==> src/logic/loudness_settings.svh <==
`ifndef LOUDNESS_SETTINGS_SVH
`define LOUDNESS_SETTINGS_SVH

// Audio sample path
`define LD_SAMPLE_W    16  // Signed input sample width
`define LD_TAPS        4   // Moving-average length
`define LD_DECIM       4   // Keep one filtered value in four

// Frame and transform geometry
`define LD_FFT_POINTS  8   // Samples per frame
`define LD_FFT_LOG2    3   // Radix-2 stages, also index width

// Result
`define LD_POWER_W     32  // Loudness word width

`endif

==> src/logic/loudness_pkg.sv <==
`include "loudness_settings.svh"

package loudness_pkg;

    typedef logic signed [`LD_SAMPLE_W-1:0] sample_t;  // Raw and filtered audio
    typedef logic signed [15:0]             bin_t;     // One FFT component, re or im
    typedef logic        [`LD_POWER_W-1:0]  power_t;   // Summed bin power

    // Controller sequencing
    typedef enum logic [1:0] {
        IDLE,   // Waiting for a full bank
        FFT,    // Engine loading and running
        ACCUM   // Power sum in progress
    } ctl_state_t;

endpackage

==> src/logic/anti_alias_decimator.sv <==
`timescale 1ns/1ps
`include "loudness_settings.svh"

module anti_alias_decimator (
    input  logic                  audio_clk,
    input  logic                  rst_n,
    input  loudness_pkg::sample_t sample_in,
    input  logic                  sample_valid,
    output loudness_pkg::sample_t dec_sample,
    output logic                  dec_valid
);

    localparam int PHASE_W = $clog2(`LD_DECIM);
    localparam int SHIFT   = $clog2(`LD_TAPS);     // Divide by tap count
    localparam int SUM_W   = `LD_SAMPLE_W + SHIFT; // Headroom for the tap sum

    loudness_pkg::sample_t   hist [`LD_TAPS-1];   // Older inputs, newest at 0
    logic [PHASE_W-1:0]      phase;               // Decimation phase
    logic signed [SUM_W-1:0] tap_sum;             // Current input plus history
    logic                    keep;                // This input survives decimation

    always_comb begin
        tap_sum = SUM_W'(sample_in);                 // Sign extended
        for (int i = 0; i < `LD_TAPS-1; i++) begin
            tap_sum = tap_sum + SUM_W'(hist[i]);
        end
    end

    assign keep = sample_valid && (phase == PHASE_W'(`LD_DECIM-1));

    always_ff @(posedge audio_clk) begin
        if (!rst_n) begin
            phase     <= '0;
            dec_valid <= 1'b0;
            for (int i = 0; i < `LD_TAPS-1; i++) begin
                hist[i] <= '0;                       // Filter starts from silence
            end
        end else begin
            dec_valid <= keep;                       // One cycle after the input
            if (sample_valid) begin
                hist[0] <= sample_in;
                for (int i = 1; i < `LD_TAPS-1; i++) begin
                    hist[i] <= hist[i-1];            // Shift the delay line
                end
                if (phase == PHASE_W'(`LD_DECIM-1)) begin
                    phase <= '0;
                end else begin
                    phase <= phase + 1'b1;
                end
            end
        end
    end

    always_ff @(posedge audio_clk) begin
        if (keep) begin
            dec_sample <= tap_sum[SUM_W-1:SHIFT];    // Mean of the taps
        end
    end

endmodule

==> src/logic/frame_buffer.sv <==
`timescale 1ns/1ps
`include "loudness_settings.svh"

module frame_buffer (
    input  logic                    audio_clk,
    input  logic                    rst_n,
    input  loudness_pkg::sample_t   dec_sample,
    input  logic                    dec_valid,
    input  logic                    bank_swap,
    input  logic [`LD_FFT_LOG2-1:0] rd_index,
    output loudness_pkg::sample_t   rd_sample,
    output logic                    frame_full
);

    localparam int IDX_W = `LD_FFT_LOG2;

    loudness_pkg::sample_t bank_mem [2][`LD_FFT_POINTS]; // Ping-pong frame store
    logic                  wr_bank;                      // Bank being filled
    logic [IDX_W-1:0]      wr_cnt;                       // Samples in current bank

    // Mirror the index bits so the FFT can run in place on natural order
    function automatic logic [IDX_W-1:0] bit_rev(input logic [IDX_W-1:0] idx);
        logic [IDX_W-1:0] rev;
        for (int b = 0; b < IDX_W; b++) begin
            rev[b] = idx[IDX_W-1-b];
        end
        return rev;
    endfunction

    always_ff @(posedge audio_clk) begin
        if (!rst_n) begin
            wr_bank    <= 1'b0;
            wr_cnt     <= '0;
            frame_full <= 1'b0;
        end else begin
            frame_full <= dec_valid && (wr_cnt == IDX_W'(`LD_FFT_POINTS-1)); // 8th write
            if (dec_valid) begin
                wr_cnt <= wr_cnt + 1'b1;            // Wraps to 0 after a frame
            end
            if (bank_swap) begin
                wr_bank <= ~wr_bank;                // Read side follows as the other bank
            end
        end
    end

    always_ff @(posedge audio_clk) begin
        if (dec_valid) begin
            bank_mem[wr_bank][bit_rev(wr_cnt)] <= dec_sample;
        end
    end

    assign rd_sample = bank_mem[~wr_bank][rd_index]; // Async read of finished bank

endmodule

==> src/logic/fft_butterfly_engine.sv <==
`timescale 1ns/1ps
`include "loudness_settings.svh"

module fft_butterfly_engine (
    input  logic                    audio_clk,
    input  logic                    rst_n,
    input  logic                    fft_start,
    output logic [`LD_FFT_LOG2-1:0] rd_index,
    input  loudness_pkg::sample_t   rd_sample,
    input  logic [`LD_FFT_LOG2-1:0] bin_index,
    output loudness_pkg::bin_t      bin_re,
    output loudness_pkg::bin_t      bin_im,
    output logic                    fft_done
);

    localparam int IDX_W  = `LD_FFT_LOG2;
    localparam int PAIR_W = `LD_FFT_LOG2 - 1;       // Four butterflies per stage
    localparam int STG_W  = $clog2(`LD_FFT_LOG2);

    loudness_pkg::bin_t  x_re [`LD_FFT_POINTS];     // In-place working set
    loudness_pkg::bin_t  x_im [`LD_FFT_POINTS];
    logic                load_active;               // Copying the frame in
    logic                bfly_active;               // Butterflies running
    logic [IDX_W-1:0]    load_cnt;
    logic [STG_W-1:0]    stage;
    logic [PAIR_W-1:0]   pair;
    logic [IDX_W-1:0]    span_mask;                 // Span minus one
    logic [IDX_W-1:0]    top_idx;
    logic [IDX_W-1:0]    bot_idx;
    logic [PAIR_W-1:0]   tw_idx;                    // Exponent of W8
    loudness_pkg::bin_t  w_re;
    loudness_pkg::bin_t  w_im;
    logic signed [32:0]  t_re_full;                 // Full precision twiddle product
    logic signed [32:0]  t_im_full;
    logic signed [17:0]  t_re;                      // Back in Q15 scale
    logic signed [17:0]  t_im;
    logic signed [18:0]  sum_re;
    logic signed [18:0]  sum_im;
    logic signed [18:0]  dif_re;
    logic signed [18:0]  dif_im;

    // Butterfly addressing for decimation in time with bit-reversed input
    always_comb begin
        span_mask = (IDX_W'(1) << stage) - IDX_W'(1);
        top_idx   = ((IDX_W'(pair) & ~span_mask) << 1) | (IDX_W'(pair) & span_mask);
        bot_idx   = top_idx | (IDX_W'(1) << stage);
        tw_idx    = PAIR_W'((IDX_W'(pair) & span_mask) << (IDX_W - 1 - stage));
    end

    // Twiddle ROM, W8^k = cos - j sin in Q1.15
    always_comb begin
        case (tw_idx)
            2'd0:    begin w_re = 16'sd32767;  w_im = 16'sd0;      end
            2'd1:    begin w_re = 16'sd23170;  w_im = -16'sd23170; end
            2'd2:    begin w_re = 16'sd0;      w_im = -16'sd32767; end
            default: begin w_re = -16'sd23170; w_im = -16'sd23170; end
        endcase
    end

    always_comb begin
        t_re_full = w_re * x_re[bot_idx] - w_im * x_im[bot_idx];
        t_im_full = w_re * x_im[bot_idx] + w_im * x_re[bot_idx];
        if (tw_idx == '0) begin
            t_re = 18'(x_re[bot_idx]);              // Unity twiddle taken exactly
            t_im = 18'(x_im[bot_idx]);
        end else begin
            t_re = t_re_full[32:15];                // Drop Q15 fraction
            t_im = t_im_full[32:15];
        end
        sum_re = x_re[top_idx] + t_re;
        sum_im = x_im[top_idx] + t_im;
        dif_re = x_re[top_idx] - t_re;
        dif_im = x_im[top_idx] - t_im;
    end

    always_ff @(posedge audio_clk) begin
        if (!rst_n) begin
            load_active <= 1'b0;
            bfly_active <= 1'b0;
            load_cnt    <= '0;
            stage       <= '0;
            pair        <= '0;
            fft_done    <= 1'b0;
        end else begin
            fft_done <= 1'b0;
            if (fft_start) begin
                load_active <= 1'b1;                // Restart even mid-run
                bfly_active <= 1'b0;
                load_cnt    <= '0;
            end else if (load_active) begin
                load_cnt <= load_cnt + 1'b1;
                if (load_cnt == IDX_W'(`LD_FFT_POINTS-1)) begin
                    load_active <= 1'b0;
                    bfly_active <= 1'b1;
                    stage       <= '0;
                    pair        <= '0;
                end
            end else if (bfly_active) begin
                pair <= pair + 1'b1;
                if (pair == '1) begin
                    if (stage == STG_W'(`LD_FFT_LOG2-1)) begin
                        bfly_active <= 1'b0;
                        fft_done    <= 1'b1;        // Last stage written
                    end else begin
                        stage <= stage + 1'b1;
                    end
                end
            end
        end
    end

    always_ff @(posedge audio_clk) begin
        if (load_active && !fft_start) begin
            x_re[load_cnt] <= rd_sample;            // Real audio only
            x_im[load_cnt] <= '0;
        end else if (bfly_active && !fft_start) begin
            x_re[top_idx] <= sum_re[16:1];          // Halve every stage
            x_im[top_idx] <= sum_im[16:1];
            x_re[bot_idx] <= dif_re[16:1];
            x_im[bot_idx] <= dif_im[16:1];
        end
    end

    assign rd_index = load_cnt;
    assign bin_re   = x_re[bin_index];              // Held until next start
    assign bin_im   = x_im[bin_index];

endmodule

==> src/logic/power_accumulator.sv <==
`timescale 1ns/1ps
`include "loudness_settings.svh"

module power_accumulator (
    input  logic                    audio_clk,
    input  logic                    rst_n,
    input  logic                    acc_start,
    output logic [`LD_FFT_LOG2-1:0] bin_index,
    input  loudness_pkg::bin_t      bin_re,
    input  loudness_pkg::bin_t      bin_im,
    output loudness_pkg::power_t    loudness,
    output logic                    acc_done
);

    localparam int IDX_W = `LD_FFT_LOG2;

    logic                          active;      // Walking the bins
    logic                          last;        // Final bin added
    logic [IDX_W-1:0]              idx;
    loudness_pkg::power_t          acc_sum;     // Running total
    logic signed [`LD_POWER_W-1:0] sq_re;
    logic signed [`LD_POWER_W-1:0] sq_im;
    loudness_pkg::power_t          bin_pwr;     // |X[k]|^2

    always_comb begin
        sq_re   = bin_re * bin_re;              // Never negative
        sq_im   = bin_im * bin_im;
        bin_pwr = $unsigned(sq_re) + $unsigned(sq_im);
    end

    always_ff @(posedge audio_clk) begin
        if (!rst_n) begin
            active   <= 1'b0;
            last     <= 1'b0;
            idx      <= '0;
            acc_done <= 1'b0;
        end else begin
            last     <= 1'b0;
            acc_done <= last;                   // One cycle after the final add
            if (acc_start) begin
                active <= 1'b1;
                idx    <= '0;
            end else if (active) begin
                idx <= idx + 1'b1;
                if (idx == IDX_W'(`LD_FFT_POINTS-1)) begin
                    active <= 1'b0;
                    last   <= 1'b1;
                end
            end
        end
    end

    always_ff @(posedge audio_clk) begin
        if (acc_start) begin
            acc_sum <= '0;
        end else if (active) begin
            acc_sum <= acc_sum + bin_pwr;
        end
        if (last) begin
            loudness <= acc_sum;                // Frame total
        end
    end

    assign bin_index = idx;

endmodule

==> src/logic/loudness_control.sv <==
`timescale 1ns/1ps

module loudness_control (
    input  logic audio_clk,
    input  logic rst_n,
    input  logic frame_full,
    input  logic fft_done,
    input  logic acc_done,
    output logic bank_swap,
    output logic fft_start,
    output logic acc_start
);

    loudness_pkg::ctl_state_t state;
    logic                     pending;   // Frame finished while busy
    logic                     serve;     // Launch a transform now

    assign serve     = (state == loudness_pkg::IDLE) && (frame_full || pending);
    assign bank_swap = serve;            // Swap and start together
    assign fft_start = serve;

    always_ff @(posedge audio_clk) begin
        if (!rst_n) begin
            state     <= loudness_pkg::IDLE;
            pending   <= 1'b0;
            acc_start <= 1'b0;
        end else begin
            acc_start <= 1'b0;
            if (serve) begin
                pending <= 1'b0;
            end else if (frame_full) begin
                pending <= 1'b1;         // Served on return to IDLE
            end
            case (state)
                loudness_pkg::IDLE: begin
                    if (serve) begin
                        state <= loudness_pkg::FFT;
                    end
                end
                loudness_pkg::FFT: begin
                    if (fft_done) begin
                        acc_start <= 1'b1;   // Bins are stable now
                        state     <= loudness_pkg::ACCUM;
                    end
                end
                loudness_pkg::ACCUM: begin
                    if (acc_done) begin
                        state <= loudness_pkg::IDLE;
                    end
                end
                default: state <= loudness_pkg::IDLE;
            endcase
        end
    end

endmodule

==> src/logic/fft_loudness_detect.sv <==
`timescale 1ns/1ps
`include "loudness_settings.svh"

module fft_loudness_detect (
    input  logic                 audio_clk,
    input  logic                 rst_n,
    input  loudness_pkg::sample_t sample_in,
    input  logic                 sample_valid,
    output loudness_pkg::power_t loudness,
    output logic                 loudness_valid
);

    loudness_pkg::sample_t   dec_sample;   // Filtered, decimated audio
    logic                    dec_valid;
    logic                    frame_full;
    logic                    bank_swap;
    logic                    fft_start;
    logic                    fft_done;
    logic                    acc_start;
    logic [`LD_FFT_LOG2-1:0] rd_index;     // Engine reads finished bank
    loudness_pkg::sample_t   rd_sample;
    logic [`LD_FFT_LOG2-1:0] bin_index;    // Accumulator reads bins
    loudness_pkg::bin_t      bin_re;
    loudness_pkg::bin_t      bin_im;

    anti_alias_decimator u_decimator (
        .audio_clk    (audio_clk),
        .rst_n        (rst_n),
        .sample_in    (sample_in),
        .sample_valid (sample_valid),
        .dec_sample   (dec_sample),
        .dec_valid    (dec_valid)
    );

    frame_buffer u_frame_buffer (
        .audio_clk  (audio_clk),
        .rst_n      (rst_n),
        .dec_sample (dec_sample),
        .dec_valid  (dec_valid),
        .bank_swap  (bank_swap),
        .rd_index   (rd_index),
        .rd_sample  (rd_sample),
        .frame_full (frame_full)
    );

    fft_butterfly_engine u_fft (
        .audio_clk (audio_clk),
        .rst_n     (rst_n),
        .fft_start (fft_start),
        .rd_index  (rd_index),
        .rd_sample (rd_sample),
        .bin_index (bin_index),
        .bin_re    (bin_re),
        .bin_im    (bin_im),
        .fft_done  (fft_done)
    );

    power_accumulator u_power_acc (
        .audio_clk (audio_clk),
        .rst_n     (rst_n),
        .acc_start (acc_start),
        .bin_index (bin_index),
        .bin_re    (bin_re),
        .bin_im    (bin_im),
        .loudness  (loudness),
        .acc_done  (loudness_valid)   // Done strobe is the output valid
    );

    loudness_control u_control (
        .audio_clk  (audio_clk),
        .rst_n      (rst_n),
        .frame_full (frame_full),
        .fft_done   (fft_done),
        .acc_done   (loudness_valid),
        .bank_swap  (bank_swap),
        .fft_start  (fft_start),
        .acc_start  (acc_start)
    );

endmodule

==> config.mk <==
export PLATFORM = sky130hd
export DESIGN_NAME = fft_loudness_detect
export DESIGN_NICKNAME = d
export VERILOG_FILES = /design/src/logic/loudness_pkg.sv /design/src/logic/anti_alias_decimator.sv /design/src/logic/frame_buffer.sv /design/src/logic/fft_butterfly_engine.sv /design/src/logic/power_accumulator.sv /design/src/logic/loudness_control.sv /design/src/logic/fft_loudness_detect.sv
export VERILOG_INCLUDE_DIRS = /design/src /design/src/logic
export SDC_FILE = /design/constraint.sdc
export NUM_CORES = 2
export LEC_CHECK = 0
export CAP_MARGIN = 10
export CORE_MARGIN = 3
export CORE_UTILIZATION = 38
export DETAILED_ROUTE_END_ITERATION = 6
export DONT_BUFFER_PORTS = 1
export PLACE_DENSITY = 0.52
export SYNTH_ARGS = -nofsm -noshare
export SYNTH_HDL_FRONTEND = slang
export SYNTH_SLANG_ARGS = --single-unit
==> constraint.sdc <==
create_clock -name audio_clk -period 35.6 [get_ports audio_clk]
set_input_delay 3.56 -clock audio_clk [delete_from_list [all_inputs] [get_ports audio_clk]]
set_output_delay 3.56 -clock audio_clk [all_outputs]
set_load 0.005 [all_outputs]
=== Word level (Yosys, flattened, before mapping) ===
Memories as Yosys holds them, arrays and structs flattened. A register that Yosys moved wholly into a read port is not among the register bits.
Index checks and enable logic that the tools add are counted.

* $add $sub $neg: 19
* Multipliers: 6
* Order comparisons: 3
* Eq/ne operators: 15
* Shifts and indexed selects: 2
* Muxes and demuxes: 59
* Bitwise gates (word level): 16
* Reductions and logical operators: 22

{| class="wikitable"
|+ Operators by type and width
! kind !! number
|-
| $mul A16 B16 Y32 || 6
|-
| $mux W128 || 1
|-
| $mux W16 || 8
|-
| $add A32 B32 Y32 || 3
|-
| $bmux W16 S3 || 1
|-
| $demux W16 S3 || 1
|-
| $pmux W16 S3 || 1
|-
| $add A16 B17 Y17 || 2
|-
| $mux W17 || 2
|-
| $sub A16 B17 Y17 || 2
|-
| $pmux W16 S2 || 1
|-
| $reduce_or A16 Y1 || 2
|-
| $shl A3 B32 Y2 || 1
|-
| $sub A32 B32 Y32 || 1
|-
| $mux W1 || 26
|-
| $mux W2 || 11
|-
| $add A17 B16 Y18 || 1
|-
| $add A18 B16 Y18 || 1
|-
| $mux W3 || 6
|-
| $add A16 B16 Y17 || 1
|-
| $eq A2 B2 Y1 const B || 5
|-
| $add A3 B1 Y3 const B || 3
|-
| $eq A3 B3 Y1 const B || 3
|-
| $ge A4 B4 Y1 const B || 2
|-
| 27 further kinds || 51
|}

* Flip-flop bits (word level): 108
* Memory bits (writable): 560
* Input bits: 19
* Output and inout port bits: 33
* Logic and storage cells: 167
* Memories: 4

{| class="wikitable"
|+ Memories
! name !! depth !! width !! read ports !! clocked after memory_dff !! write ports !! line !! text
|-
| u_frame_buffer.bank_mem || 2 || 128 || 1 || 0 || 1 || frame_buffer.sv:17 || <nowiki>loudness_pkg::sample_t bank_mem [2][`LD_FFT_POINTS];</nowiki>
|-
| u_fft.x_im || 8 || 16 || 3 || 1 || 2 || fft_butterfly_engine.sv:21 || <nowiki>loudness_pkg::bin_t x_im [`LD_FFT_POINTS];</nowiki>
|-
| u_fft.x_re || 8 || 16 || 3 || 1 || 2 || fft_butterfly_engine.sv:20 || <nowiki>loudness_pkg::bin_t x_re [`LD_FFT_POINTS];</nowiki>
|-
| u_decimator.hist || 3 || 16 || 3 || 0 || 3 || anti_alias_decimator.sv:17 || <nowiki>loudness_pkg::sample_t hist [`LD_TAPS-1];</nowiki>
|}

=== Depth between registers and ports, before layout ===
An unclocked memory read counts as a cell.

* Depth after elaboration: 12
* Mapped depth: 60
* Depth with buffers taken out: 53

=== Hierarchy ===
From an unflattened synthesis, not the netlist that was laid out.

* Cells, all modules: 8173
* Area, all modules: 86561.8 um^2

{| class="wikitable"
|+ By module, submodules not included
! module !! times used !! cells each !! area each (um^2) !! seq. area each (um^2)
|-
| fft_butterfly_engine || 1 || 5227 || 51025.2 || 7887.6
|-
| power_accumulator || 1 || 2118 || 21152.8 || 1721.7
|-
| frame_buffer || 1 || 436 || 9987.1 || 7787.5
|-
| anti_alias_decimator || 1 || 376 || 4236.6 || 1981.9
|-
| loudness_control || 1 || 16 || 160.2 || 80.1
|}

=== Worst setup path before layout ===
No wires, ideal clock.

* Kind: flip-flop to flip-flop
* From: reg u_fft.stage[1]
* To: mem u_fft.x_re[0][15] (netlist bit) (data pin)
* Library setup time: 0.269 ns
* Arrival time: 13.199 ns
* Data required time: 35.331 ns
* Path slack: 22.133 ns
* Stages on the path, launching flop included: 59
* Path buffers: 8
* Period minus slack after synthesis: 13.467 ns
* Cells stage by stage: dfxtp_1 buf_2 inv_1 ha_1 buf_2 nor2b_1 buf_2 buf_1 buf_1 nand2_1 o21ai_0 nand2b_1 ha_1 clkbuf_1 clkbuf_1 nor2_1 nor2_1 clkbuf_1 [... 23 more ...] o21ai_0 a21oi_1 a31oi_1 a311oi_1 a21o_1 ha_1 inv_1 o21bai_1 a21oi_1 o21ba_2 o21ai_0 a2111oi_0 nor3_1 o41ai_1 mux2i_1 xor2_1 mux2i_1 nor2_1

{| class="wikitable"
|+ RTL lines
! element !! line !! text
|-
| start, declared || fft_butterfly_engine.sv:25 || <nowiki>logic [STG_W-1:0] stage;</nowiki>
|-
| start signal, assigned || fft_butterfly_engine.sv:105 || <nowiki>stage <= stage + 1'b1;</nowiki>
|-
| end, declared || fft_butterfly_engine.sv:20 ||
|}

==> impl_metrics.ini <==
[placed_design]
gp_congestion = 0.9253
hpwl_um = 206800
place_area_mm2 = 0.08944
dpl.cell_count = 10760
portBuffers = 0

[detailed_routing]
ant_nets = 0
firstDrtPassIters = 6
drc_errors = 0
routed_wl_um = 263200
dr_total_vias = 56680
drtIter0Drc = 5005
via_per_inst = 5.206
avgRoutedWirePerCell_um = 24.18

[worst_setup_path]
cp_num_cells = 52
crit_arrival_ns = 15.85
crit_path_frequent_cell = fa_1
cp_data_required_time_ns = 36.12
critPathSlowestCell = a2111oi_0
path_class = flip-flop to flip-flop
slowest_delay_ns = 0.69
crit_family = adder cells
cp-start-kind = flip-flop
cp-end-kind = flip-flop
r2r_slack_ns = 20.26
crit_start = u_fft.stage[1]$_SDFFE_PN0P_
timing.rr.end = u_fft.x_im[7][15]$_DFFE_PP_
ff2ff_path_depth = 52
crit_path_end = u_fft.x_im[7][15]$_DFFE_PP_
cp.buffers_inverters = 12
rr_startpoint = u_fft.stage[1]$_SDFFE_PN0P_
crit_fanout = 28

[min_path]
hp-class = flip-flop to flip-flop

[synth]
synth_seq_cells = 671
synth_edf_count = 608
synthDistinctLibCells = 95
ys.flop_type = edfxtp_1
syn_area_per_cell_um2 = 10.82
syn_area_mm2 = 0.08542
synth-seq-area-share_pct = 22.85
ys.warnings.count = 0
ys_async_sr_fraction_pct = 0
synth_cells = 7896

[clock_network]
path_clk_slew_ns = 0.07
htree_levels = 3
clock_path_buffers = 3
ctsHoldBuffers = 0
clock_latency_ns = 0.70
clock-sinks = 671
cts_made_buffers = 73
post_cts_resized = 0
clockRootBuffer = clkbuf_16
cts_tree = done
cts_setup_buffers = 0

[sta]
post-route-min-period_ns = 15.34
relSlewSlack_pct = 15.78
hold_viol = 0
rsz0062_at_grt = no
clock.fmax_ghz = 0.06520
setup_viol = 0
tightest_slew_ns = 1.254
finalSetupTns_ns = 0
slew_viol_final = 0
skew_ns = 0.03905
fin_crit_sh_pct = 43.08

[cells_and_area]
regArea_mm2 = 0.01954
layout_commonest_cell = inv_1
areaGrowthSynthToFinish_pct = 7.517
diodes = 0
fillers = 21600
multi_input_area_mm2 = 0.05780
final_layout_size_suffix_gt1_share_pct = 7.508
final_cells = 10890
final_area_mm2 = 0.09184
finalNetCount = 9982
final_cell_mix = inv_1, fa_1, edfxtp_1, ha_1, nor2_1
finish.utilization_pct = 41.19

[die]
fp.dieW_um = 480.1
coreArea_mm2 = 0.2230
initial_core_util_pct = 38.31
rows = 173
io-pin-count = 52
dieArea_mm2 = 0.2305
die_h_um = 480.1

[global_route]
grt_use_total_pct = 23.14
grt_pass1_wl_um = 396400
antenna_found_initial = 7
grt_overflow_total = 0
grt_max_degree = 71
grt_pass1_vias = 60870

[status]
status = complete, no violations

[power]
power_density_mw_per_mm2 = 19.05
ir_worst_vdd_mv = 0.03515
leakage_nw = 41.73

[run]
maxCapViolCount = 0
==> Yosys cell counts (all sizes together) (141+ instances only) <==
cell type | n | area, um2
o21ai | 172 | 864.6
fa | 1503 | 30090
nor2 | 601 | 2263
ha | 604 | 7557
mux4 | 207 | 4662
xnor2 | 175 | 1533
edfxtp | 608 | 18260
a21oi | 191 | 955.9
mux2i | 141 | 1411
inv | 1964 | 7372
clkbuf | 187 | 703.2
nand2 | 531 | 1993
==> power breakdown <==
part,switching (mW),leakage [nW],total (mW),internal (mW)
Sequential,0.00418,6.11,0.862,0.858
Combinational,0.0573,34.5,0.0962,0.0389
Clock,0.351,1.17,0.791,0.441
Total,0.412,41.7,1.75,1.34
==> worst reg2reg max path: cells and delay by family (launching register included) <==
family	cells	cell delay, ns
XOR/XNOR	2	0.33
adder cells (fa/ha/maj)	12	5.52
flip-flops	1	0.55
AO/OA/AOI/OAI	14	3.59
AND/OR/NAND/NOR	10	2.26
buffers and inverters	12	2.49
multiplexers	2	0.41
==> stage by stage <==
step / worst slack, ns / hold slack, ns / total power, mW
6_report: 20.26 / 0.4593 / 1.750
5_1_grt: 19.40 / 0.4770 / 1.807
4_1_cts: 20.36 / 0.4624 / 1.768
3_5_place_dp: 20.41 / 0.4476 / 0.9770
3_3_place_gp: 20.87 / 0.4473 / 0.9749
2_1_floorplan: 22.13 / 0.4295 / 0.9456
==> sequential cells by signal (all words and copies together) (netlist names), 2 cells and up, named ones only <==
signal and flops:
u_frame_buffer.bank_mem 256, u_fft.rd_index 3, u_fft.pair 2, u_decimator.dec_sample 16, u_fft.x_re 128, u_power_acc.bin_index 3, u_fft.x_im 128, u_decimator.phase 2
u_power_acc.acc_sum 32, u_control.state 2, u_frame_buffer.wr_cnt 3, u_fft.stage 2, u_power_acc.loudness 32, u_decimator.hist 48
==> how the worst min path moves through the flow <==
stage	startpoint	cells after the start	end	slack (ns)
2_1_floorplan	u_power_acc.acc_sum[13]$_SDFFE_PP0P_	0	u_power_acc.loudness[13]$_DFFE_PP_	0.43
3_3_place_gp	u_power_acc.acc_sum[17]$_SDFFE_PP0P_	0	u_power_acc.loudness[17]$_DFFE_PP_	0.45
3_5_place_dp	u_power_acc.acc_sum[23]$_SDFFE_PP0P_	0	u_power_acc.loudness[23]$_DFFE_PP_	0.45
4_1_cts	u_power_acc.acc_sum[26]$_SDFFE_PP0P_	0	u_power_acc.loudness[26]$_DFFE_PP_	0.46
5_1_grt	u_power_acc.acc_sum[22]$_SDFFE_PP0P_	0	u_power_acc.loudness[22]$_DFFE_PP_	0.48
6_report	u_power_acc.acc_sum[22]$_SDFFE_PP0P_	0	u_power_acc.loudness[22]$_DFFE_PP_	0.46
==> layout make-up <==
| type | instances | share of cell area [%] |
|---|---|---|
| clock buffers | 92 | 2.099 |
| clock inverters | 39 | 0.5190 |
| inverters | 1975 | 8.072 |
| multi-input cells | 5006 | 62.93 |
| flip-flops and latches | 671 | 21.27 |
| well taps | 2975 | 4.053 |
| repair buffers | 129 | 1.054 |
==> kinds of logic after synthesis <==
group           after synthesis  share of synthesized area [%]
simple gates               1598                          8.337
buf+inv                    2222                          9.808
flops                       671                          22.85
compound gates              701                          5.225
fa+ha+maj                  2107                          44.07
mux                         366                          7.347
other cells                   1                       0.004390
xor+xnor                    230                          2.358
==> routing by layer <==
metal / part of all wire [%] / GRT usage, %
met1: 42 / 31.93
met2: 46 / 37.01
met3: 7.3 / 3.994
met4: 4.1 / 7.753
met5: 0 / 0
(Power assumes the default switching activity.)
